--- src/logic/periph_pkg.sv ---
// Peripheral hub package with bus types, access codes and address map
`default_nettype none

package periph_pkg;

    localparam int ADDR_W     = 11;
    localparam int DATA_W     = 32;
    localparam int BYTE_W     = 8;
    localparam int PIN_W      = 8;
    localparam int NUM_SLOTS  = 16;     // Slots per region
    localparam int SLOT_W     = $clog2(NUM_SLOTS);
    localparam int PIN_IDX_W  = $clog2(PIN_W);
    localparam int SLOT_OFS_W = 6;      // 64 bytes per word slot

    // Slot numbers
    localparam logic [SLOT_W-1:0] SLOT_GPIO   = SLOT_W'(1);
    localparam logic [SLOT_W-1:0] BYTE_SLOT_A = SLOT_W'(0);
    localparam logic [SLOT_W-1:0] BYTE_SLOT_B = SLOT_W'(1);

    // GPIO register offsets inside its word slot
    localparam logic [SLOT_OFS_W-1:0] GPIO_OUT_OFS  = 6'h00;
    localparam logic [SLOT_OFS_W-1:0] GPIO_IN_OFS   = 6'h04;
    localparam logic [SLOT_OFS_W-1:0] GPIO_SEL_BASE = 6'h20;  // One word per pin up to 0x3C

    // Core request size code, 11 means idle
    typedef enum logic [1:0] {
        ACC_BYTE = 2'b00,
        ACC_HALF = 2'b01,
        ACC_WORD = 2'b10,
        ACC_NONE = 2'b11
    } access_e;

    typedef struct packed {
        logic [ADDR_W-1:0] addr;
        logic [DATA_W-1:0] wdata;
        access_e           write_n;
        access_e           read_n;
    } bus_req_t;

    typedef struct packed {
        logic [DATA_W-1:0] rdata;
        logic              ready;
    } slot_rsp_t;

    // Output function select for one pin
    typedef struct packed {
        logic              is_byte_slot;
        logic [SLOT_W-1:0] slot;
    } pin_sel_t;

endpackage

`default_nettype wire
--- src/logic/byte_reg_periph.sv ---
// Byte-access peripheral with one output register and input read-back
`timescale 1ns/10ps
`default_nettype none

module byte_reg_periph (
    input  wire logic                          clk,
    input  wire logic                          rst_n,
    input  wire logic [3:0]                    i_addr,
    input  wire logic [periph_pkg::BYTE_W-1:0] i_wdata,
    input  wire logic                          i_write,
    input  wire logic [periph_pkg::PIN_W-1:0]  i_pins_in,
    output logic [periph_pkg::BYTE_W-1:0]      o_rdata,
    output logic [periph_pkg::PIN_W-1:0]       o_pins
);
    import periph_pkg::*;

    logic [PIN_W-1:0] out_q;

    always_ff @(posedge clk) begin
        if (!rst_n) begin
            out_q <= '0;
        end else if (i_write && i_addr == 4'h0) begin
            out_q <= i_wdata;
        end
    end

    always_comb begin
        case (i_addr)
            4'h0:    o_rdata = out_q;
            4'h1:    o_rdata = i_pins_in;   // Live pin state
            default: o_rdata = '0;
        endcase
    end

    assign o_pins = out_q;

endmodule

`default_nettype wire

--- config.mk ---
export PLATFORM = sky130hd
export DESIGN_NAME = byte_reg_periph
export DESIGN_NICKNAME = d
export VERILOG_FILES = /design/src/logic/periph_pkg.sv /design/src/logic/byte_reg_periph.sv
export SDC_FILE = /design/constraint.sdc
export NUM_CORES = 1
export LEC_CHECK = 0
export BUFFER_PORTS_ARGS = -buffer_cell sky130_fd_sc_hd__buf_2
export CAP_MARGIN = 10
export CORE_AREA = 2 2 39 41
export DETAILED_ROUTE_END_ITERATION = 10
export DIE_AREA = 0 0 41 43
export PLACE_DENSITY = 0.75
export SLEW_MARGIN = 40
export SYNTH_ARGS = -nofsm -noshare
export SYNTH_HDL_FRONTEND = slang
export SYNTH_SLANG_ARGS = --single-unit
--- constraint.sdc ---
create_clock -name clk -period 2.9 [get_ports clk]
set_input_delay 0.58 -clock clk [delete_from_list [all_inputs] [get_ports clk]]
set_output_delay 0.58 -clock clk [all_outputs]
set_load 0.1 [all_outputs]
==> summary.md <==
The tools report the category of the worst setup path launch point as a primary input. The floorplan step set the die width to 41 um. Setup repair after global routing left no endpoint under its margin.

The floorplan step defined a die boundary enclosing 0.001763 mm2. TritonCTS built the clock tree. The insertion delay to the later sink of the worst-skew pair was 240 ps.

The proportion of synthesized flip-flops having asynchronous set or reset was 0; the number of antenna violations at the first check in global routing was 0. The logs give 0.435 for the part of the power in registers and 1141 um for the total length of routed wires. After the last flow step, the layout net total stands at 117. Synthesis produced a netlist whose cell count is 55.

The final number of hold-violating endpoints was 0. The congestion estimate from routability-driven global placement came to 0.6448. The run gives 0 ps as the largest clock skew in the final design. The total routing resource utilization after global routing is 0.1501. The H-tree level count is 1. The synthesized design contains 0 enable-type register cells.

Counting along the longest clock path gives a buffer depth of 2. The tree is rooted in a clkbuf_4. Most frequently used flop master after synthesis: dfxtp_1. The tools report the kind of capture point of the worst setup path as a primary output. Row generation in the floorplan step produced 14 rows.

The met1 routing resource usage after global routing is 0.1494, and the synthesized area divided by synthesized cell count is 8.645 um2. The tightest min-delay check is of the flop to flop type. The run gives 1 as the number of detailed-routing iterations run before antenna repair. The worst path in the final design needs a cycle of 2290 ps, including I/O delays and setup. The number of flip-flops under the largest register name is 8, and the share of the yosys chip area belonging to registers is 0.3368. Setup violations remaining at the end of the flow were counted as 0.

The post-route fraction of the period consumed by the critical path was 0.7896. The netlist uses 8 different library cells. Max-cap violations in this run came to 0. The internal portion of the total power is 180.3 uW. Once the clock tree was built, the resizer swapped 0 gates to a different size.

The Yosys step of the flow raised 0 warnings. The initial cell density of the core is 0.3436. The flow ran to the end, and the final reports show no timing, DRC or antenna violations.

The total area inside the core boundary comes to 0.001384 mm2. In this run the register-to-register setup slack is 2290 ps. Ratio of cells with drive above 1 in the final layout: 0.5652.

The arrival time of data at the critical path endpoint was 1710 ps; the leakage power was 0.0003570 uW. Relative to the synthesized area, the layout overhead comes to 46.05%. The met3 routing resource usage after global routing came out at 0.01571. The global-route congestion overflow total is 0, and the largest fanout of any net on the critical path is 9. 39 I/O pins were placed. The layer with the highest usage after global routing is met2. Ranked by instance count, the synthesized netlist is headed by mux2i_1, nand2_1, dfxtp_1, nor2_1, buf_6. The first global-routing pass estimated 1787 um of wire. The power density relative to cell area was 372.6 mW/mm2; the worst max-slew margin expressed relative to the limit was 0.6738. The met2 track demand over resource was 0.2656.

Summed over all nets, the switching power comes to 78.49 uW. Across the VDD grid, the largest voltage drop is 181.7 uV. For this design, the CTS-stage hold fixing added 0 buffers. For the proportion of power drawn by combinational gates, the log shows 0.250. Across all layers, the routed design uses 501 vias. The startpoint identified for the worst register-to-register timing path is o_pins[0].

The run gives 500 as the via count of the first global-routing pass. The clock power share is 0.315, and the half-perimeter wire length after placement is 869.9 um. The starting DRC count in detailed routing was 0. In this run the worst setup path begins at i_addr[1].

By area the synthesized netlist is led by dfxtp_1, mux2i_1, nand2_1. Entering global routing, the biggest net connects 17 pins. The clock transition at the registers of the reported paths is 50 ps. The floorplan step set the die height to 43 um.

In the routed design, unresolved DRC markers number 0. Pin slew with the least headroom to its limit: 492.6 ps. The path type of the worst setup path is primary input to primary output. Synthesis inferred 8 register bits.

The tools report the hold path startpoint as o_pins[4]. Total count of max-transition violations in the final report: 0. The switching share of power is 0.3033, and the antenna cell count is 0. Summed over all failing endpoints, the final setup total negative slack is 0 ps. The detailed-route wire length per cell is 10.56 um. The worst hold-check slack was 472.4 ps; the worst endpoint required time was 2320 ps. The mapped netlist covers 475.5 um2. Counting every sink on the clock net gives 8.

For this run, the top clock speed supported by timing is 436.7 MHz. Counting the buffers created by CTS gives 3. Using the TritonRoute via totals, the vias-per-cell ratio works out to 4.639.

Cell type contributing the most total cell area after synthesis: dfxtp_1. The count of buffers from port buffering works out to 38. The detail route stage leaves a number of antenna-violating nets equal to 0. Fraction of synthesized cell area taken by the top area cell type: 0.3368.

The post-CTS setup-driven buffer insertion count was 0; the post-synth net total was 78.
[final timing paths]
path                endpoint  depth (start not counted)
setup / recovery  o_rdata[7]                          4
hold / removal     o_pins[4]                          2
setup reg to reg   o_pins[0]                          2
hold reg to reg    o_pins[4]                          2
[power by group through the flow]
stage          registers [uW]  clock network [uW]  logic, uW
2_1_floorplan             125                   0       38.4
3_3_place_gp              115                   0       63.9
3_5_place_dp              115                   0       65.2
4_1_cts                   112                86.2       65.5
5_1_grt                   113                90.6       70.5
6_report                  113                81.4       64.8
[final cells by class]
| type | count | area (um2) |
|---|---|---|
| fillers | 140 | 689.4 |
| multi-input cells | 42 | 294.0 |
| repair buffers | 39 | 197.7 |
| flip-flops and latches | 8 | 160.2 |
| clock buffers | 3 | 22.52 |
| well taps | 16 | 20.02 |
[through the flow]
stage | total power (uW) | setup WS [ps] | instances | cell area [um2] | util
2_1_floorplan | 163.3 | 358.6 | 55 | 495.5 | -
3_3_place_gp | 178.6 | 633.5 | 105 | 671.9 | 0.4855
4_1_cts | 264.3 | 599.3 | 108 | 694.4 | 0.5018
5_1_grt | 273.6 | 579.8 | 108 | 694.4 | 0.5018
6_report | 258.8 | 610.1 | 108 | 694.4 | 0.5018
3_5_place_dp | 180.0 | 616.6 | 105 | 671.9 | 0.4855
[metal layers]
metal  part of all wire  routed length, um
met1               0.37                425
met2               0.52                593
met3              0.095                108
met4              0.012                 14
met5                  0                  0
[placed cells by master (no fill, tap or decap), drive strengths merged]
cell type	n
or3	1
buf	39
mux2i	16
clkbuf	3
dfxtp	8
nor2	8
nor3b	1
nand2	16
[cells by family after synthesis]
family | share of synthesized area
AND/OR/NAND/NOR | 0.2395
multiplexers | 0.3368
flip-flops | 0.3368
buffers and inverters | 0.08684
[worst max-delay path, stage by stage]
cell and delay [ps]:
buf_2 100, or3_4 470, nor2_2 130, buf_2 430
No activity file was read; power rests on OpenSTA's default activity.
