<file path="config.mk">
export PLATFORM = sky130hd
export DESIGN_NAME = periph_read_buffer
export DESIGN_NICKNAME = d
export VERILOG_FILES = /design/src/logic/periph_pkg.sv /design/src/logic/periph_read_buffer.sv
export SDC_FILE = /design/constraint.sdc
export NUM_CORES = 1
export LEC_CHECK = 0
export ABC_AREA = 1
export ABC_CLOCK_PERIOD_IN_PS = 2200
export BUFFER_PORTS_ARGS = -buffer_cell sky130_fd_sc_hd__buf_2
export CORE_ASPECT_RATIO = 0.8
export CORE_MARGIN = 8
export CORE_UTILIZATION = 39
export CTS_CLUSTER_DIAMETER = 60
export DETAILED_ROUTE_END_ITERATION = 10
export PLACE_DENSITY = 0.77
export SYNTH_ARGS = -nofsm -noshare
export SYNTH_HDL_FRONTEND = slang
export SYNTH_SLANG_ARGS = --single-unit
</file>
<file path="constraint.sdc">
create_clock -name clk -period 2.2 [get_ports clk]
set_clock_uncertainty 0.05 [all_clocks]
set_input_delay 0.44 -clock clk [delete_from_list [all_inputs] [get_ports clk]]
set_output_delay 0.44 -clock clk [all_outputs]
set_load 0.05 [all_outputs]
</file>
<file path="src/logic/periph_pkg.sv">
// Peripheral hub package with bus types, access codes and address map
`default_nettype none

package periph_pkg;

    localparam int ADDR_W     = 11;
    localparam int DATA_W     = 32;
    localparam int BYTE_W     = 8;
    localparam int PIN_W      = 8;
    localparam int NUM_SLOTS  = 16;     // Slots per region
    localparam int SLOT_W     = $clog2(NUM_SLOTS);
    localparam int PIN_IDX_W  = $clog2(PIN_W);
    localparam int SLOT_OFS_W = 6;      // 64 bytes per word slot

    // Slot numbers
    localparam logic [SLOT_W-1:0] SLOT_GPIO   = SLOT_W'(1);
    localparam logic [SLOT_W-1:0] BYTE_SLOT_A = SLOT_W'(0);
    localparam logic [SLOT_W-1:0] BYTE_SLOT_B = SLOT_W'(1);

    // GPIO register offsets inside its word slot
    localparam logic [SLOT_OFS_W-1:0] GPIO_OUT_OFS  = 6'h00;
    localparam logic [SLOT_OFS_W-1:0] GPIO_IN_OFS   = 6'h04;
    localparam logic [SLOT_OFS_W-1:0] GPIO_SEL_BASE = 6'h20;  // One word per pin up to 0x3C

    // Core request size code, 11 means idle
    typedef enum logic [1:0] {
        ACC_BYTE = 2'b00,
        ACC_HALF = 2'b01,
        ACC_WORD = 2'b10,
        ACC_NONE = 2'b11
    } access_e;

    typedef struct packed {
        logic [ADDR_W-1:0] addr;
        logic [DATA_W-1:0] wdata;
        access_e           write_n;
        access_e           read_n;
    } bus_req_t;

    typedef struct packed {
        logic [DATA_W-1:0] rdata;
        logic              ready;
    } slot_rsp_t;

    // Output function select for one pin
    typedef struct packed {
        logic              is_byte_slot;
        logic [SLOT_W-1:0] slot;
    } pin_sel_t;

endpackage

`default_nettype wire
</file>
<file path="src/logic/periph_read_buffer.sv">
// Read data register holding the slot response until the core completes the read
`timescale 1ns/10ps
`default_nettype none

module periph_read_buffer (
    input  wire logic                          clk,
    input  wire logic                          rst_n,
    input  wire periph_pkg::access_e           i_read_n,
    input  wire periph_pkg::access_e           i_write_n,
    input  wire periph_pkg::slot_rsp_t         i_rsp,
    input  wire logic                          i_read_complete,
    output periph_pkg::access_e                o_slot_read_n,
    output logic [periph_pkg::DATA_W-1:0]      o_data,
    output logic                               o_data_ready
);
    import periph_pkg::*;

    logic [DATA_W-1:0] data_q;
    logic              hold;
    logic              ready_q;
    logic              read_req;
    logic              capture;

    assign read_req = i_read_n != ACC_NONE;
    assign capture  = !hold && i_rsp.ready && read_req;

    always_ff @(posedge clk) begin
        if (!rst_n) begin
            hold    <= 1'b0;
            ready_q <= 1'b0;
        end else begin
            if (i_read_complete) begin
                hold <= 1'b0;
            end
            if (capture) begin
                hold <= 1'b1;   // Wins over a same-cycle complete
            end
            ready_q <= read_req && i_rsp.ready;
        end
    end

    always_ff @(posedge clk) begin
        if (capture) begin
            data_q <= i_rsp.rdata;
        end
    end

    // Slots see no read while the buffered result is on offer
    assign o_slot_read_n = ready_q ? ACC_NONE : i_read_n;
    assign o_data        = data_q;
    assign o_data_ready  = ready_q || (i_write_n != ACC_NONE);   // Writes finish at once

    // Held data must not move until the core has taken it
    a_hold_keeps_data: assert property (@(posedge clk) disable iff (!rst_n)
        hold |=> $stable(data_q));

endmodule

`default_nettype wire

</file>
==> results of run 1 <==
==> routing by layer <==
| metal | wire [um] | GRT usage (%) |
|---|---|---|
| met5 | 0 | 0 |
| met4 | 44 | 5.12 |
| met3 | 415 | 8.33 |
| met2 | 1140 | 17.0 |
| met1 | 734 | 7.76 |
==> power by group <==
part / switching (W) / internal (W)
sequential: 0.00000767 / 0.000752
clock: 0.000175 / 0.000120
combinational: 0.000175 / 0.0000544
==> synthesized netlist by cell type <==
cell type	number	area, sq um
a21oi_2	1	8.76
nand2_1	2	7.51
nand3b_1	1	7.51
inv_1	4	15.0
dfxtp_1	2	40.0
nand2_2	1	6.26
edfxtp_1	32	961
or2_1	2	12.5
nor2_1	1	3.75
nand3_2	1	10.0
==> cells by family after synthesis <==
| family | Yosys count |
|---|---|
| DFF | 34 |
| and+or+nand+nor | 8 |
| AOI/OAI and AO/OA | 1 |
| buffers and inverters | 4 |
==> stage by stage <==
step | cells | utilization, % | worst slack, ns
after floorplan | 47 | - | 0.549
after global placement | 160 | 55.9 | 0.725
after detailed placement | 160 | 55.9 | 0.692
after CTS | 168 | 57.7 | 0.627
after global routing | 168 | 57.7 | 0.574
final | 168 | 57.7 | 0.646
==> sequential cells by signal, summed over array words and instances (netlist names) <==
| register | count |
|---|---|
| o_data | 32 |
| hold | 1 |
| ready_q | 1 |
==> layout make-up <==
type | instances | area, sq um
Fill cell | 232 | 1130
Sequential cell | 34 | 1000
Timing Repair Buffer | 75 | 378
Multi-Input combinational cell | 9 | 56.3
Tap cell | 38 | 47.5
Clock buffer | 6 | 41.3
Inverter | 4 | 15.0
Clock inverter | 2 | 8.76
==> layout by cell type (no fill, tap or decap), drive strengths merged <==
cell	count
a21oi	1
buf	75
clkbuf	6
clkinv	2
dfxtp	2
edfxtp	32
inv	4
nand2	3
nand3	1
nand3b	1
nor2	1
or2	2
==> worst min-delay path by stage <==
stage               slack [ns]       from    endpoint  cells past startpoint
floorplan                 0.40       hold        hold                      2
global placement          0.42       hold        hold                      2
detailed placement        0.43       hold        hold                      2
CTS                       0.22  i_rsp[25]  o_data[24]                      1
global route              0.21  i_rsp[21]  o_data[20]                      1
finish                    0.24  i_rsp[21]  o_data[20]                      1
==> worst register-to-register path, stage by stage (launching register included) <==
cell and delay, ns:
dfxtp_1 0.32, inv_1 0.06, nand3_2 0.08, inv_1 0.06
buf_4 0.34
==> run metrics, run 1 <==
worst hold path type input port to flip-flop; Total Power Consumption 0.00128 W; CTS tree done; DRT antenna net count 0; status finished clean; Compound-Gate Fraction of Synth Area 0.817%; critical path class flip-flop to output pin; worst-margin pin slew 0.379 ns; die area 4690 sq um; worst r2r src hold; Post-Syn Area 1070 sq um; sequential cell area fraction in the yosys report 93.3%; post-synthesis mux area share 0%; mean post-synth cell area 22.8 sq um; clock slew at reported path FFs 0.09 ns; Die W approximately 75 um; Max Cap Violations 0; core area 2680 sq um; Slew HR about 75%; fin area approximately 1500 sq um; family with the most delay on the worst path flip-flops; final hold vios 0; Synth Warn # 0; max-slew violations 0; antenna diode count 0; Synth Area in XOR/XNOR 0%; vias 708; GRT Resource Usage Total 10.1%; flop-to-flop setup slack 0.94 ns; I/O pin total 75; Power Dens Cells 830 nW/um^2; Die Ht 62.9 um; final hold slack approximately 0.24 ns; distinct cell type count after synthesis 10; critical path launch point type flip-flop; total clock sinks 34; Row Count 17; synthesis-stage register bit count 34; R2R depth 4; CP Capture Type output pin; Crit path depth 2; largest family of logic cells by synthesized area simple AND/OR/NAND/NOR gates; worst-case clock buffer depth 2; Overflow after GRT 0; CP Capture Point o_slot_read_n[1]; adder-cell area share of the yosys netlist 0%; CTS buffer count 5; CP Buf/Inv Count 1; critical path's slowest cell dfxtp_1; DRT iter0 DRCs 68; largest net degree at the start of global routing 33; hpwl dp 1.95 mm; vias in the first global route slightly below 700; share of cells above drive strength 1 between 60% and 70%; post-layout minimum cycle time approximately 1.6 ns; CP startpoint ready_q; drt pass-1 iters 4; I/O Buffers 74; DR WL/cell approximately 14 um; Total Wirelength 2.34 mm; crit path cell chain or2_1 > buf_2; CTS H-tree depth 2; Worst VDD drop 306 uV; DRC 0; Nets 169; clock root cell clkbuf_4; initial antenna violation count 0; Initial Utilization 40.0%; cts hold-fix bufs 0; clk_lat worst skew roughly 0.32 ns; syn_nets 87; area delta synth->final 44.3%; Cell Area, Placed ~1500 sq um; Tcrit/Tclk final 70.7%; Setup TNS Final 0 ns; Post-Synth Simple-Gate Area approximately 4.4%; global-route wire length before repair between 3 and 4 mm; Worst Path Max Fanout 3; Req. time, crit path between 1.5 and 2 ns; vias per cell 4.21; Setup Fix Bufs, Post-CTS 0; Resized Gates After CTS 0; Placer Congestion 0.692; f_max 643 MHz; Arr. time, crit path 1.06 ns; Critical Path Max Stage Delay 0.33 ns; leakage 0.686 nW; count of final setup violators 0; RSZ-0062 raised after global routing no; count of mapped cells out of synthesis 47; reg2reg end o_data[2]
Power figures use the tool's default switching activity.
==> run 2: changes to the inputs <==
Settings changed: ABC_CLOCK_PERIOD_IN_PS 2200 to 1600.
Clock period 2.2 ns to 1.6 ns, I/O delays scaled along.
==> run metrics, run 2 (synthesized netlist as in run 1, its figures left out) <==
GRT Resource Usage Total 10.7%; clk_lat worst skew just over 0.3 ns; Die Ht 62.9 um; DRC 0; area delta synth->final 50.3%; clock slew at reported path FFs about 0.090 ns; critical path's slowest cell dfxtp_1; vias per cell 4.27; worst hold path type input port to flip-flop; Initial Utilization around 40%; DR WL/cell around 15 um; max-slew violations 0; status finished clean; initial antenna violation count 0; post-layout minimum cycle time 1.45 ns; count of final setup violators 0; Slew HR a little over 80%; clock root cell clkbuf_4; switching part of the total power 24.3%; Worst VDD drop roughly 730 uV; Row Count 17; critical path launch point type flip-flop; die area 4690 sq um; max reg flops 32; final worst setup slack 0.151 ns; cts hold-fix bufs 0; final cell count without fillers between 150 and 200; CP Capture Type output pin; Die W 74.6 um; CP Buf/Inv Count 1; total clock sinks 34; worst-margin pin slew 0.266 ns; core area 2680 sq um; CTS tree done; Power Dens Cells 1310 nW/um^2; Total Wirelength approximately 2.5 mm; I/O Buffers 74; Req. time, crit path 1.23 ns; crit path cell chain or2_1 > buf_2; final hold slack 0.121 ns; dpl ws between 0.3 and 0.4 ns; vias a little over 700; Max Cap Violations 0; I/O pin total between 70 and 80; Overflow after GRT 0; critical path class flip-flop to output pin; DRT antenna net count 0; final hold vios 0; most frequent cells in the layout buf_2 (74), edfxtp_1 (32), clkbuf_4 (5), inv_1 (4); Worst Path Max Fanout 3; placed insts 160; Combinational Power Share roughly 15%; worst-case clock buffer depth 2; hpwl dp 2.07 mm; DRT iter0 DRCs 61; CTS buffer count 5; antenna diode count 0; family with the most delay on the worst path flip-flops; NetSw about 0.0005 W; vias in the first global route between 700 and 800; Clk pwr share 35.0%; Pint 0.00160 W; Placer Congestion 0.690; share of cells above drive strength 1 65.4%; Seq pwr share 49.6%; Tcrit/Tclk final 90.6%; Arr. time, crit path roughly 1.1 ns; Resized Gates After CTS 0; Nets 169; Setup Fix Bufs, Post-CTS 0; CTS H-tree depth 2; largest net degree at the start of global routing 33; Setup TNS Final 0 ns; f_max 690 MHz; Critical Path Max Stage Delay 0.32 ns; drt pass-1 iters 4; commonest non-fill, non-tap cell in the layout buf_2; RSZ-0062 raised after global routing no; leakage between 0.7 and 0.8 nW; global-route wire length before repair about 3.5 mm
-- run 2: changes by cell type in the layout (fill, tap and decap cells not counted), sizes merged --
cell    change
bufinv      +2
clkbuf      -1
clkinv      -1
-- run 2: path summary, 6_finish.rpt --
kind / startpoint / to / slack [ns] / depth (start not counted)
max reg2reg: hold / o_data[18] / 0.47 / 4
min reg2reg: hold / hold / 0.44 / 2
max: ready_q / o_slot_read_n[0] / 0.15 / 2
min: i_rsp[29] / o_data[28] / 0.12 / 1
-- run 2: per-stage QoR --
stage	cell area [sq um]	utilization (%)	power [W]
after CTS	1610	60.1	0.00213
after global routing	1610	60.1	0.00219
after global placement	1510	56.3	0.00138
after floorplan	1070	-	0.00128
final	1610	60.1	0.00211
after detailed placement	1510	56.3	0.00139
-- run 2: layout make-up --
type / count / area (sq um)
repair buffers: 75 / 390
multi-input cells: 9 / 56.3
clock buffers: 5 / 37.5
flip-flops and latches: 34 / 1000
well taps: 38 / 47.5
inverters: 4 / 15.0
clock inverters: 3 / 63.8
fillers: 214 / 1070
-- run 2: power groups by stage --
stage                     clock network (W)  registers (W)  logic (W)
after floorplan                           0        0.00123  0.0000468
after global placement                    0        0.00106   0.000320
after global routing               0.000795        0.00105   0.000339
after CTS                          0.000759        0.00105   0.000328
after detailed placement                  0        0.00107   0.000328
final                              0.000738        0.00105   0.000324
-- run 2: metal layers --
metal  track usage (%)  wire [um]  vias to the layer above
li1                  -          -                      337
met1              9.12        762                      326
met2              17.9       1310                       50
met3              7.69        375                        4
met4              5.12         37                        0
met5                 0          0                        -
-- run 2: worst reg2reg max path, delay by kind of cell, from the launching register on --
family | cells | cell delay [ns]
simple gates | 1 | 0.09
flops | 1 | 0.32
buf+inv | 3 | 0.37
==> run 3: changes to the inputs <==
--- a/constraint.sdc
+++ b/constraint.sdc
@@ -3,3 +3,3 @@
 set_input_delay 0.32 -clock clk [delete_from_list [all_inputs] [get_ports clk]]
 set_output_delay 0.32 -clock clk [all_outputs]
-set_load 0.05 [all_outputs]
+set_load 0.1 [all_outputs]
==> run metrics, run 3 (synthesized netlist as in run 1, its figures left out) <==
NetSw approximately 0.00070 W; max reg flops 32; clock slew at reported path FFs 0.09 ns; Total Wirelength 2.57 mm; clock root cell clkbuf_4; Worst VDD drop 651 uV; critical path class flip-flop to output pin; global-route wire length before repair 3.62 mm; Slew HR between 60% and 70%; GRT Resource Usage Total 11.2%; Tcrit/Tclk final 92.4%; CTS tree done; Overflow after GRT 0; RSZ-0062 raised after global routing no; cts hold-fix bufs 0; DRT antenna net count 0; post-layout minimum cycle time roughly 1.5 ns; hpwl dp 2.07 mm; commonest non-fill, non-tap cell in the layout buf_2; worst hold path type input port to flip-flop; share of cells above drive strength 1 64.6%; DRC 0; final hold vios 0; Critical Path Max Stage Delay 0.34 ns; leakage 0.719 nW; I/O Buffers 74; switching part of the total power around a third; Clk pwr share 27.0%; Resized Gates After CTS 0; Placer Congestion 0.691; area delta synth->final 52.0%; Setup TNS Final 0 ns; Pint 0.00146 W; crit path cell chain or2_1 > buf_12; Combinational Power Share 24.7%; Worst Path Max Fanout 3; vias in the first global route 700; CP Capture Type output pin; antenna diode count 0; critical path launch point type flip-flop; Req. time, crit path approximately 1.2 ns; clk_lat worst skew 0.32 ns; max-slew violations 0; largest net degree at the start of global routing 33; vias around 700; final hold slack 0.120 ns; most frequent cells in the layout buf_2 (71), edfxtp_1 (32), clkbuf_4 (5), inv_1 (4), buf_12 (4); initial antenna violation count 0; Nets 169; worst-case clock buffer depth 2; Die W 74.6 um; I/O pin total 75; total clock sinks 34; status finished clean; Seq pwr share between 40% and 50%; f_max between 600 and 700 MHz; count of final setup violators 0; critical path's slowest cell dfxtp_1; DRT iter0 DRCs 55; Initial Utilization 40.0%; Die Ht roughly 63 um; core area 2680 sq um; Setup Fix Bufs, Post-CTS 0; drt pass-1 iters 2; Max Cap Violations 0; vias per cell 4.17; die area 4690 sq um; Power Dens Cells approximately 1300 nW/um^2; worst-margin pin slew 0.504 ns; DR WL/cell 15.3 um; Row Count 17; CTS buffer count 5; CTS H-tree depth 2; Arr. time, crit path 1.11 ns
-- run 3: cell types whose count changed in the layout (fill, tap and decap cells not counted) --
cell,before,now
buf_12,1,4
buf_2,74,71
clkbuf_1,0,2
bufinv_16,2,1
clkinv_1,1,0
-- run 3: final timing paths --
check | slack (ns) | start | cells past startpoint | endpoint
setup reg to reg | 0.48 | hold | 4 | o_data[21]
hold / removal | 0.12 | i_rsp[17] | 1 | o_data[16]
setup / recovery | 0.12 | ready_q | 2 | o_slot_read_n[1]
hold reg to reg | 0.45 | hold | 2 | hold
-- run 3: cell type report --
| type | count | area (sq um) |
|---|---|---|
| clock buffers | 7 | 45.0 |
| clock inverters | 1 | 30.0 |
| fillers | 206 | 1050 |
| inverters | 4 | 15.0 |
| multi-input cells | 9 | 56.3 |
| flip-flops and latches | 34 | 1000 |
| well taps | 38 | 47.5 |
| repair buffers | 75 | 435 |
-- run 3: layer usage --
| metal | track usage (%) | share of wire [%] | vias to the layer above |
|---|---|---|---|
| met5 | 0 | 0 | - |
| met4 | 5.85 | 1.7 | 0 |
| met3 | 8.17 | 17 | 4 |
| met2 | 18.5 | 49 | 44 |
| met1 | 9.62 | 32 | 315 |
| li1 | - | - | 338 |
-- run 3: power groups by stage --
stage                     sequential [W]  clock, W  combinational, W
after floorplan                  0.00141         0         0.0000653
after global placement           0.00106         0          0.000529
after detailed placement         0.00107         0          0.000536
after CTS                        0.00105  0.000603          0.000536
after global routing             0.00105  0.000648          0.000547
final                            0.00105  0.000583          0.000533
-- run 3: worst max-delay path, delay by kind of cell, from the launching register on --
kind	cells	cell delay, ns
AND/OR/NAND/NOR	1	0.27
flip-flops	1	0.34
buffers and inverters	1	0.18
-- run 3: per-stage QoR --
stage          power, W  utilization (%)  setup WS [ns]  area (sq um)  std cells
6_report        0.00216             60.8          0.122          1630        168
3_5_place_dp    0.00160             58.0          0.345          1560        160
3_3_place_gp    0.00159             58.0          0.375          1560        160
2_1_floorplan   0.00147                -         0.0693          1070         47
5_1_grt         0.00225             60.8         0.0640          1630        168
4_1_cts         0.00219             60.8          0.112          1630        168
