===== src/logic/periph_pkg.sv =====
// Peripheral hub package with bus types, access codes and address map
`default_nettype none

package periph_pkg;

    localparam int ADDR_W     = 11;
    localparam int DATA_W     = 32;
    localparam int BYTE_W     = 8;
    localparam int PIN_W      = 8;
    localparam int NUM_SLOTS  = 16;     // Slots per region
    localparam int SLOT_W     = $clog2(NUM_SLOTS);
    localparam int PIN_IDX_W  = $clog2(PIN_W);
    localparam int SLOT_OFS_W = 6;      // 64 bytes per word slot

    // Slot numbers
    localparam logic [SLOT_W-1:0] SLOT_GPIO   = SLOT_W'(1);
    localparam logic [SLOT_W-1:0] BYTE_SLOT_A = SLOT_W'(0);
    localparam logic [SLOT_W-1:0] BYTE_SLOT_B = SLOT_W'(1);

    // GPIO register offsets inside its word slot
    localparam logic [SLOT_OFS_W-1:0] GPIO_OUT_OFS  = 6'h00;
    localparam logic [SLOT_OFS_W-1:0] GPIO_IN_OFS   = 6'h04;
    localparam logic [SLOT_OFS_W-1:0] GPIO_SEL_BASE = 6'h20;  // One word per pin up to 0x3C

    // Core request size code, 11 means idle
    typedef enum logic [1:0] {
        ACC_BYTE = 2'b00,
        ACC_HALF = 2'b01,
        ACC_WORD = 2'b10,
        ACC_NONE = 2'b11
    } access_e;

    typedef struct packed {
        logic [ADDR_W-1:0] addr;
        logic [DATA_W-1:0] wdata;
        access_e           write_n;
        access_e           read_n;
    } bus_req_t;

    typedef struct packed {
        logic [DATA_W-1:0] rdata;
        logic              ready;
    } slot_rsp_t;

    // Output function select for one pin
    typedef struct packed {
        logic              is_byte_slot;
        logic [SLOT_W-1:0] slot;
    } pin_sel_t;

endpackage

`default_nettype wire

===== src/logic/pin_mux.sv =====
// Output pin router taking each pin's bit from its selected slot
`timescale 1ns/10ps
`default_nettype none

module pin_mux (
    input  wire periph_pkg::pin_sel_t          i_pin_sel [periph_pkg::PIN_W],
    input  wire logic [periph_pkg::PIN_W-1:0]  i_gpio_out,
    input  wire logic [periph_pkg::PIN_W-1:0]  i_byte_a_out,
    input  wire logic [periph_pkg::PIN_W-1:0]  i_byte_b_out,
    output logic [periph_pkg::PIN_W-1:0]       o_pins
);
    import periph_pkg::*;

    always_comb begin
        pin_sel_t sel;
        for (int p = 0; p < PIN_W; p++) begin
            sel = i_pin_sel[p];
            o_pins[p] = 1'b0;   // Empty slots drive low
            if (sel.is_byte_slot) begin
                if (sel.slot == BYTE_SLOT_A) begin
                    o_pins[p] = i_byte_a_out[p];
                end else if (sel.slot == BYTE_SLOT_B) begin
                    o_pins[p] = i_byte_b_out[p];
                end
            end else if (sel.slot == SLOT_GPIO) begin
                o_pins[p] = i_gpio_out[p];
            end
        end
    end

endmodule

`default_nettype wire


===== config.mk =====
export PLATFORM = sky130hd
export DESIGN_NAME = pin_mux
export DESIGN_NICKNAME = d
export VERILOG_FILES = /design/src/logic/periph_pkg.sv /design/src/logic/pin_mux.sv
export SDC_FILE = /design/constraint.sdc
export NUM_CORES = 1
export LEC_CHECK = 0
export ABC_AREA = 1
export BUFFER_PORTS_ARGS = -buffer_cell sky130_fd_sc_hd__buf_4
export CORE_MARGIN = 4
export CORE_UTILIZATION = 28
export DETAILED_ROUTE_END_ITERATION = 8
export GPL_TIMING_DRIVEN = 0
export PLACE_DENSITY_LB_ADDON = 0.1
export SYNTH_ARGS = -nofsm -noshare
export SYNTH_HDL_FRONTEND = slang
export SYNTH_SLANG_ARGS = --single-unit

===== constraint.sdc =====
create_clock -name vclk -period 0.8
set_input_delay 0.2 -clock vclk [all_inputs]
set_output_delay 0.2 -clock vclk [all_outputs]
set_load 0.01 [all_outputs]

==> results of run 1 <==
[layer usage]
layer	wire length [um]	vias to the layer above	share of wire, %
met1	757	416	30
met4	0	0	0
li1	-	432	-
met3	259	0	10
met5	0	-	0
met2	1510	41	60
[power groups by stage]
stage	Combinational (mW)	Clock (mW)	Sequential, mW
2_1_floorplan	0.112	0	0
3_3_place_gp	0.376	0	0
3_5_place_dp	0.388	0	0
4_1_cts	0.425	0	0
5_1_grt	0.576	0	0
6_report	0.532	0	0
[through the flow]
stage	cell area [um^2]	hold slack (ns)	total power, mW	utilization, %	TNS (ns)
floorplan	410	0.538	0.112	-	0
global placement	970	0.730	0.376	72.7	-0.628
detailed placement	970	0.735	0.388	72.7	-0.721
CTS	1040	0.716	0.425	78.2	-0.587
global route	1210	0.724	0.576	90.9	-0.988
finish	1210	0.705	0.532	90.9	-0.693
[timing repair]
action,CTS,global route
setup endpoints to repair,8,8
buffers inserted,0,0
gates resized for setup,22,46
pin swaps,24,32
[cell type report]
type	count	share of cell area (%)
multi-input combinational	64	34.1
inverter	40	12.4
timing repair buffer	72	52.0
tap	15	1.55
[cells by family after synthesis]
group,share of synthesized area [%]
buffers and inverters,36.6
AND/OR/NAND/NOR,63.4
[path summary, 6_finish.rpt]
kind	from	end	slack, ns	depth (start not counted)
worst max-delay path	i_pin_sel[13]	o_pins[5]	-0.16	5
worst min-delay path	i_pin_sel[33]	o_pins[1]	0.71	5
[worst max-delay path, delay by kind of cell]
kind	cells	cell delay, ns
AND/OR/NAND/NOR	3	0.31
buffers and inverters	2	0.26
[cells in the mapped netlist]
master	count
inv_1	40
nand2_1	32
nand3_1	16
nor2_1	16
==> impl_metrics.yaml, run 1 <==
finish:
  stdcell_count: 191
  area_growth_pct: 195
  diodes: 0
  num-fill-cells: 64
  n_sequential_cell: 0
  multi_input_area_um2: 413
  clock_buffers: 0
  drive_gt1_share_pct: 61.9
  layout_common_cells: "49 x buf_4, 37 x inv_1, 22 x buf_6"
  seq_area_um2: 0
  nets: 242
  layout_commonest_cell: "buf_4"
pwr:
  p_per_area_nw_per_um2: 439
  leakage_nw: 0.753
  clock_power_share_pct: 0
  p_int_uw: 325
  sw_frac_of_total_pct: 38.9
  pwr-share-comb_pct: 100.0
  ir_drop_v: 0.000297
  share_seq_of_total_power_pct: 0
  netSwitchingPower_uw: 207
status:
  violations: "setup timing"
  status: "finished, violations left"
grt:
  grt-busiest-layer: "met2"
  grt_util_met1_pct: 16.4
  grt_pass1_wl_mm: 2.67
  grt-ovfl-total: 0
  track_usage_pct: 16.1
  grt_pass1_vias: 717
  use_met2_pct: 34.6
  grtUsageMet3_pct: 2.34
  antenna_found_initial: 0
  grt_max_degree: 4
logic_synthesis:
  yosysSeqAreaShare_pct: 0
  synthTopCellsByArea: "inv_1 37%, nand2_1 29%, nand3_1 20%"
  synth.cell_area_um2: 410
  yosysTopAreaCell: "inv_1"
  syn-num-nets: 168
  synth.avg_cell_area_um2: 3.95
  synthesis.instances: 104
  yosysTopAreaCellShare_pct: 36.6
  ys.warnings.count: 0
  ys_types: 4
detailed_routing:
  avgViaCountPerCell: 4.65
  wl_per_cell_um: 13.2
  drt_first_pass_iters: 2
  drc_errors: 0
  final_antenna_net_count: 0
  routed_wl_mm: 2.53
  dr_total_vias: 889
  drtIter0Drc: 1
worst_setup_path:
  worst_path_largest_cell_delay_ns: 0.16
  cp_max_fo: 1
  crit_path_top_delay_cell: "buf_4"
  crit_type: "in -> out"
  crit_arrival_ns: 0.76
  worst-endpoint-required_ns: 0.60
  path_cells: "buf_6, nor2_4, nand3_2, nor2_1, buf_4"
  cp-start-kind: "primary input"
  crit_path_end_kind: "primary output"
sta:
  final.period_utilization_pct: 120
  finalHoldViolCount: 0
  finalSetupViolCount: 8
  period_needed_ns: 0.963
  setup_ws_ns: -0.163
  slew_headroom_pct: 90.2
  fmax_ghz: 1.04
  drv_slew: 0
  worst_pin_slew_ns: 0.146
  rsz0062_at_grt: "yes"
floorplanning:
  design.core.area_um2: 1330
  fp.dieH_um: 46.3
  num_rows: 13
  die_w_um: 46.3
  pin_count: 72
  die_area_um2: 2140
  start_util_pct: 30.8
job:
  maxCapViolations: 0
clock_network:
  cts_hold_buf: 0
place:
  dp.cells: 191
  gp_congestion: 0.667
  io_buffers: 72
  pre_cts_ws_ns: -0.103
  dp_hpwl_mm: 1.50
hold_path:
  hold_class: "in -> out"
Power figures use the tool's default switching activity.
==> inputs of run 2 (changes only) <==
--- a/config.mk
+++ b/config.mk
@@ -5,11 +5,10 @@
 export SDC_FILE = /design/constraint.sdc
 export NUM_CORES = 1
 export LEC_CHECK = 0
-export ABC_AREA = 1
 export BUFFER_PORTS_ARGS = -buffer_cell sky130_fd_sc_hd__buf_4
-export CORE_MARGIN = 4
-export CORE_UTILIZATION = 28
+export CORE_AREA = 4 4 41 43
 export DETAILED_ROUTE_END_ITERATION = 8
+export DIE_AREA = 0 0 45 47
 export GPL_TIMING_DRIVEN = 0
 export PLACE_DENSITY_LB_ADDON = 0.1
 export SYNTH_ARGS = -nofsm -noshare
==> constraint.sdc (replaced) <==
create_clock -name vclk -period 1.03
set_input_delay 0.2575 -clock vclk [all_inputs]
set_output_delay 0.2575 -clock vclk [all_outputs]
set_load 0.01 [all_outputs]
==> run 2 against run 1 <==
  * The run still ends with setup timing left
  * Combinational power fell by 44%
  * Total power fell by 44%
  * Flip-flop and latch count did not move
  * Worst setup slack got worse by 0.10 ns
  * First-iteration DRC count fell by 100%
  * Area after synthesis fell by 34%
  * Count of clock-buffer cells in the layout did not move
  * Design area fell by 25%
  * Critical path type unchanged
==> impl_metrics.yaml, run 2 <==
status:
  status: "finished, violations left"
  violations: "setup timing"
logic_synthesis:
  synth.cell_area_um2: 270
  ys_types: 4
  synthTopCellsByArea: "a211oi_2 37%, mux2i_1 30%, or3_1 19%"
  syn-num-nets: 96
  ys.warnings.count: 0
  synth.avg_cell_area_um2: 8.45
  synthTopCellsByCount: "8 x a211oi_2, 8 x a21oi_1, 8 x mux2i_1, 8 x or3_1"
  yosysTopAreaCell: "a211oi_2"
  yosysSeqAreaShare_pct: 0
  yosysTopAreaCellShare_pct: 37.0
  synthesis.instances: 32
place:
  place_area_um2: 830
  io_buffers: 72
  dp_hpwl_mm: 1.50
  pre_cts_ws_ns: -0.303
  dp.cells: 119
  gp_congestion: 0.718
finish:
  nets: 170
  layout_commonest_cell: "buf_4"
  drive_gt1_share_pct: 81.7
  design_area_um2: 907
  clock_buffers: 0
  n_sequential_cell: 0
  area_growth_pct: 236
  diodes: 0
  layout_common_cells: "58 x buf_4, 14 x buf_6, 8 x mux2i_1, 8 x a21oi_1, 8 x a211oi_2"
  multi_input_area_um2: 295
  num-fill-cells: 120
  stdcell_count: 119
  seq_area_um2: 0
  final_util_pct: 69.7
worst_setup_path:
  path_cells: "buf_6, or3_4, a211oi_2, buf_4"
  crit_path_top_delay_cell: "or3_4"
  cp_max_fo: 1
  worst-endpoint-required_ns: 0.77
  crit_path_end_kind: "primary output"
  cp-start-kind: "primary input"
  crit_arrival_ns: 1.04
  worst_path_largest_cell_delay_ns: 0.37
  crit_type: "in -> out"
floorplanning:
  num_rows: 13
  die_area_um2: 2120
  die_w_um: 45
  fp.dieH_um: 47
  pin_count: 72
  design.core.area_um2: 1300
  start_util_pct: 20.8
detailed_routing:
  wl_per_cell_um: 13.1
  drc_errors: 0
  dr_total_vias: 565
  avgViaCountPerCell: 4.75
  drt_first_pass_iters: 1
  final_antenna_net_count: 0
  routed_wl_mm: 1.56
  drtIter0Drc: 0
sta:
  setup_ws_ns: -0.265
  worst_pin_slew_ns: 0.205
  drv_slew: 0
  fmax_ghz: 0.772
  finalHoldViolCount: 0
  rsz0062_at_grt: "yes"
  final.period_utilization_pct: 126
  timing.setup.tns_ns: -1.90
  hold_slack_ns: 0.779
  slew_headroom_pct: 86.0
  period_needed_ns: 1.29
  finalSetupViolCount: 8
grt:
  grt_util_met1_pct: 11.7
  grt_pass1_wl_mm: 2.20
  grt_pass1_vias: 591
  use_met2_pct: 32.8
  antenna_found_initial: 0
  grt_max_degree: 3
  grtUsageMet3_pct: 2.68
  grt-busiest-layer: "met2"
  track_usage_pct: 13.8
  grt-ovfl-total: 0
pwr:
  p_per_area_nw_per_um2: 330
  p_total_uw: 299
  leakage_nw: 0.461
  ir_drop_v: 0.000183
hold_path:
  hold_class: "in -> out"
clock_network:
  post_cts_buffers: 0
job:
  maxCapViolations: 0
-- run 2: cell count changes after synthesis --
cell	delta
inv_1	-40
nand2_1	-32
nand3_1	-16
nor2_1	-16
a211oi_2	+8
a21oi_1	+8
mux2i_1	+8
or3_1	+8
-- run 2: routing by layer --
| layer | routed length [um] | vias up |
|---|---|---|
| met3 | 159 | 0 |
| li1 | - | 282 |
| met2 | 966 | 30 |
| met5 | 0 | - |
| met4 | 0 | 0 |
| met1 | 439 | 253 |
-- run 2: worst max-delay path: cells and delay by family --
| family | cells | cell delay, ns |
|---|---|---|
| buf+inv | 2 | 0.24 |
| compound gates | 1 | 0.16 |
| simple gates | 1 | 0.37 |
-- run 2: final timing paths --
check	from	end	slack, ns	cells past startpoint
setup / recovery	i_pin_sel[16]	o_pins[4]	-0.26	4
hold / removal	i_pin_sel[10]	o_pins[5]	0.78	3
-- run 2: cell families after synthesis --
group	synth area share [%]
compound gates	51.9
mux	29.6
simple gates	18.5
-- run 2: final cells by class --
type / count / share of cell area [%]
repair buffers: 72 / 65.4
well taps: 15 / 2.07
multi-input cells: 32 / 32.6
-- run 2: what timing repair did --
action,CTS,global route
endpoints found under the setup margin,8,8
hold endpoints to repair,0,0
pin swaps,0,0
gates cloned,0,0
hold buffers,0,0
resized for setup,11,8
-- run 2: report_power, final --
group          internal [mW]  leakage [nW]  switching (mW)
Sequential                 0             0               0
Combinational          0.219         0.461          0.0808
Clock                      0             0               0
Total                  0.219         0.461          0.0808
==> inputs of run 3 (changes only) <==
--- a/config.mk
+++ b/config.mk
@@ -5,7 +5,7 @@
 export SDC_FILE = /design/constraint.sdc
 export NUM_CORES = 1
 export LEC_CHECK = 0
-export BUFFER_PORTS_ARGS = -buffer_cell sky130_fd_sc_hd__buf_4
+export BUFFER_PORTS_ARGS = -buffer_cell sky130_fd_sc_hd__buf_2
 export CORE_AREA = 4 4 41 43
 export DETAILED_ROUTE_END_ITERATION = 8
 export DIE_AREA = 0 0 45 47
==> run 3 against run 2 <==
  * The flow still finishes with violations (setup timing)
  * Worst setup slack better by 0.028 ns
  * Final cell count stayed put
  * Worst hold slack improved by 0.0042 ns
  * Core utilization down 13 points
  * Sequential share of layout area stayed put
  * Flip-flop and latch count stayed put
  * Count of clock-buffer cells in the layout unchanged
  * Wire length shrank 14%
  * Non-clock buffer count unchanged
  * Global-route usage decreased by 3.1 points
  * First-iteration DRC count unchanged
  * Maximum frequency is 2.2% higher
  * Largest cell class unchanged
  * Largest power group unchanged
  * Highest routed layer unchanged
==> impl_metrics.yaml, run 3 (same netlist as run 2, synthesis figures left out) <==
floorplanning:
  pin_count: 72
  design.core.area_um2: 1300
  start_util_pct: 20.8
  die_w_um: 45
  fp.dieH_um: 47
  num_rows: 13
  die_area_um2: 2120
finish:
  drive_gt1_share_pct: 82.7
  diodes: 0
  final_util_pct: 56.5
  seq_area_um2: 0
  design_area_um2: 736
  n_sequential_cell: 0
  layout_commonest_cell: "buf_2"
  stdcell_count: 119
  nets: 170
  clock_buffers: 0
  area_growth_pct: 172
  layout_common_cells: "63 x buf_2, 9 x buf_6, 8 x mux2i_1, 8 x a21oi_1, 8 x a211oi_2"
pwr:
  ir_drop_v: 0.000142
  leakage_nw: 0.408
  p_per_area_nw_per_um2: 311
  p_total_uw: 229
clock_network:
  post_cts_buffers: 0
  cts_hold_buf: 0
sta:
  final.period_utilization_pct: 123
  fmax_ghz: 0.789
  drv_slew: 0
  finalSetupViolCount: 8
  finalHoldViolCount: 0
  timing.setup.tns_ns: -1.85
  worst_pin_slew_ns: 0.174
  period_needed_ns: 1.27
  rsz0062_at_grt: "yes"
  setup_ws_ns: -0.237
  slew_headroom_pct: 88.1
worst_setup_path:
  cp_max_fo: 1
  crit_arrival_ns: 1.01
  crit_type: "in -> out"
  crit_path_start: "i_pin_sel[16]"
  cp-start-kind: "primary input"
  worst_path_largest_cell_delay_ns: 0.37
  worst-endpoint-required_ns: 0.77
  crit_path_top_delay_cell: "or3_1"
  crit_path_end_kind: "primary output"
  path_cells: "buf_6, or3_1, a211oi_2, buf_2"
place:
  place_area_um2: 649
  dp.cells: 119
  dp_hpwl_mm: 1.24
  gp_congestion: 0.714
  io_buffers: 72
detailed_routing:
  dr_total_vias: 546
  drc_errors: 0
  drtIter0Drc: 0
  routed_wl_mm: 1.34
  final_antenna_net_count: 0
  avgViaCountPerCell: 4.59
  wl_per_cell_um: 11.3
  drt_first_pass_iters: 1
grt:
  grt_pass1_vias: 489
  antenna_found_initial: 0
  grtUsageMet3_pct: 0.766
  grt_max_degree: 3
  grt-ovfl-total: 0
  grt-busiest-layer: "met2"
  grt_pass1_wl_mm: 1.79
  track_usage_pct: 10.6
  grt_util_met1_pct: 11.9
  use_met2_pct: 22.6
hold_path:
  hold-path-endpoint: "o_pins[1]"
  hold_class: "in -> out"
  holdCritStartpoint: "i_pin_sel[30]"
  min_delay_path_depth: 3
status:
  status: "finished, violations left"
  violations: "setup timing"
job:
  maxCapViolations: 0
run 3: cell counts in the layout (fill, tap and decap cells not counted):
Identical to the previous run, type by type.
run 3: where the power goes:
| group | leakage (nW) | switching (mW) | internal (mW) | total, mW |
|---|---|---|---|---|
| Sequential | 0 | 0 | 0 | 0 |
| Clock | 0 | 0 | 0 | 0 |
| Combinational | 0.408 | 0.0779 | 0.151 | 0.229 |
| Total | 0.408 | 0.0779 | 0.151 | 0.229 |
run 3: how the worst max path moves through the flow:
stage                endpoint  slack [ns]  depth (start not counted)
CTS                 o_pins[2]       -0.25                          4
detailed placement  o_pins[1]       -0.26                          4
global placement    o_pins[2]       -0.27                          4
global route        o_pins[5]       -0.27                          4
floorplan           o_pins[0]       -0.08                          2
finish              o_pins[4]       -0.24                          4
run 3: timing repair:
action	in CTS	in global routing
pin swaps	3	0
gates cloned	0	0
gates resized for setup	10	5
endpoints found under the setup margin	8	8
run 3: per-stage QoR:
stage | hold WS, ns | setup WS (ns)
detailed placement | 0.787 | -0.262
floorplan | 0.575 | -0.0754
global placement | 0.786 | -0.271
finish | 0.784 | -0.237
global route | 0.794 | -0.273
CTS | 0.785 | -0.250
run 3: area by class of cell:
cell class | instances | area (um^2)
Fill cell | 135 | 566
Timing Repair Buffer | 72 | 417
Multi-Input combinational cell | 32 | 300
Tap cell | 15 | 18.8
run 3: per-layer routing:
layer,share of wire [%],vias up
met5,0,-
met1,29,234
met4,0,0
li1,-,282
met2,60,30
met3,11,0
run 3: worst max-delay path: cells and delay by family:
family | cells | cell delay (ns)
buffers and inverters | 2 | 0.24
AOI/OAI and AO/OA | 1 | 0.14
and+or+nand+nor | 1 | 0.37
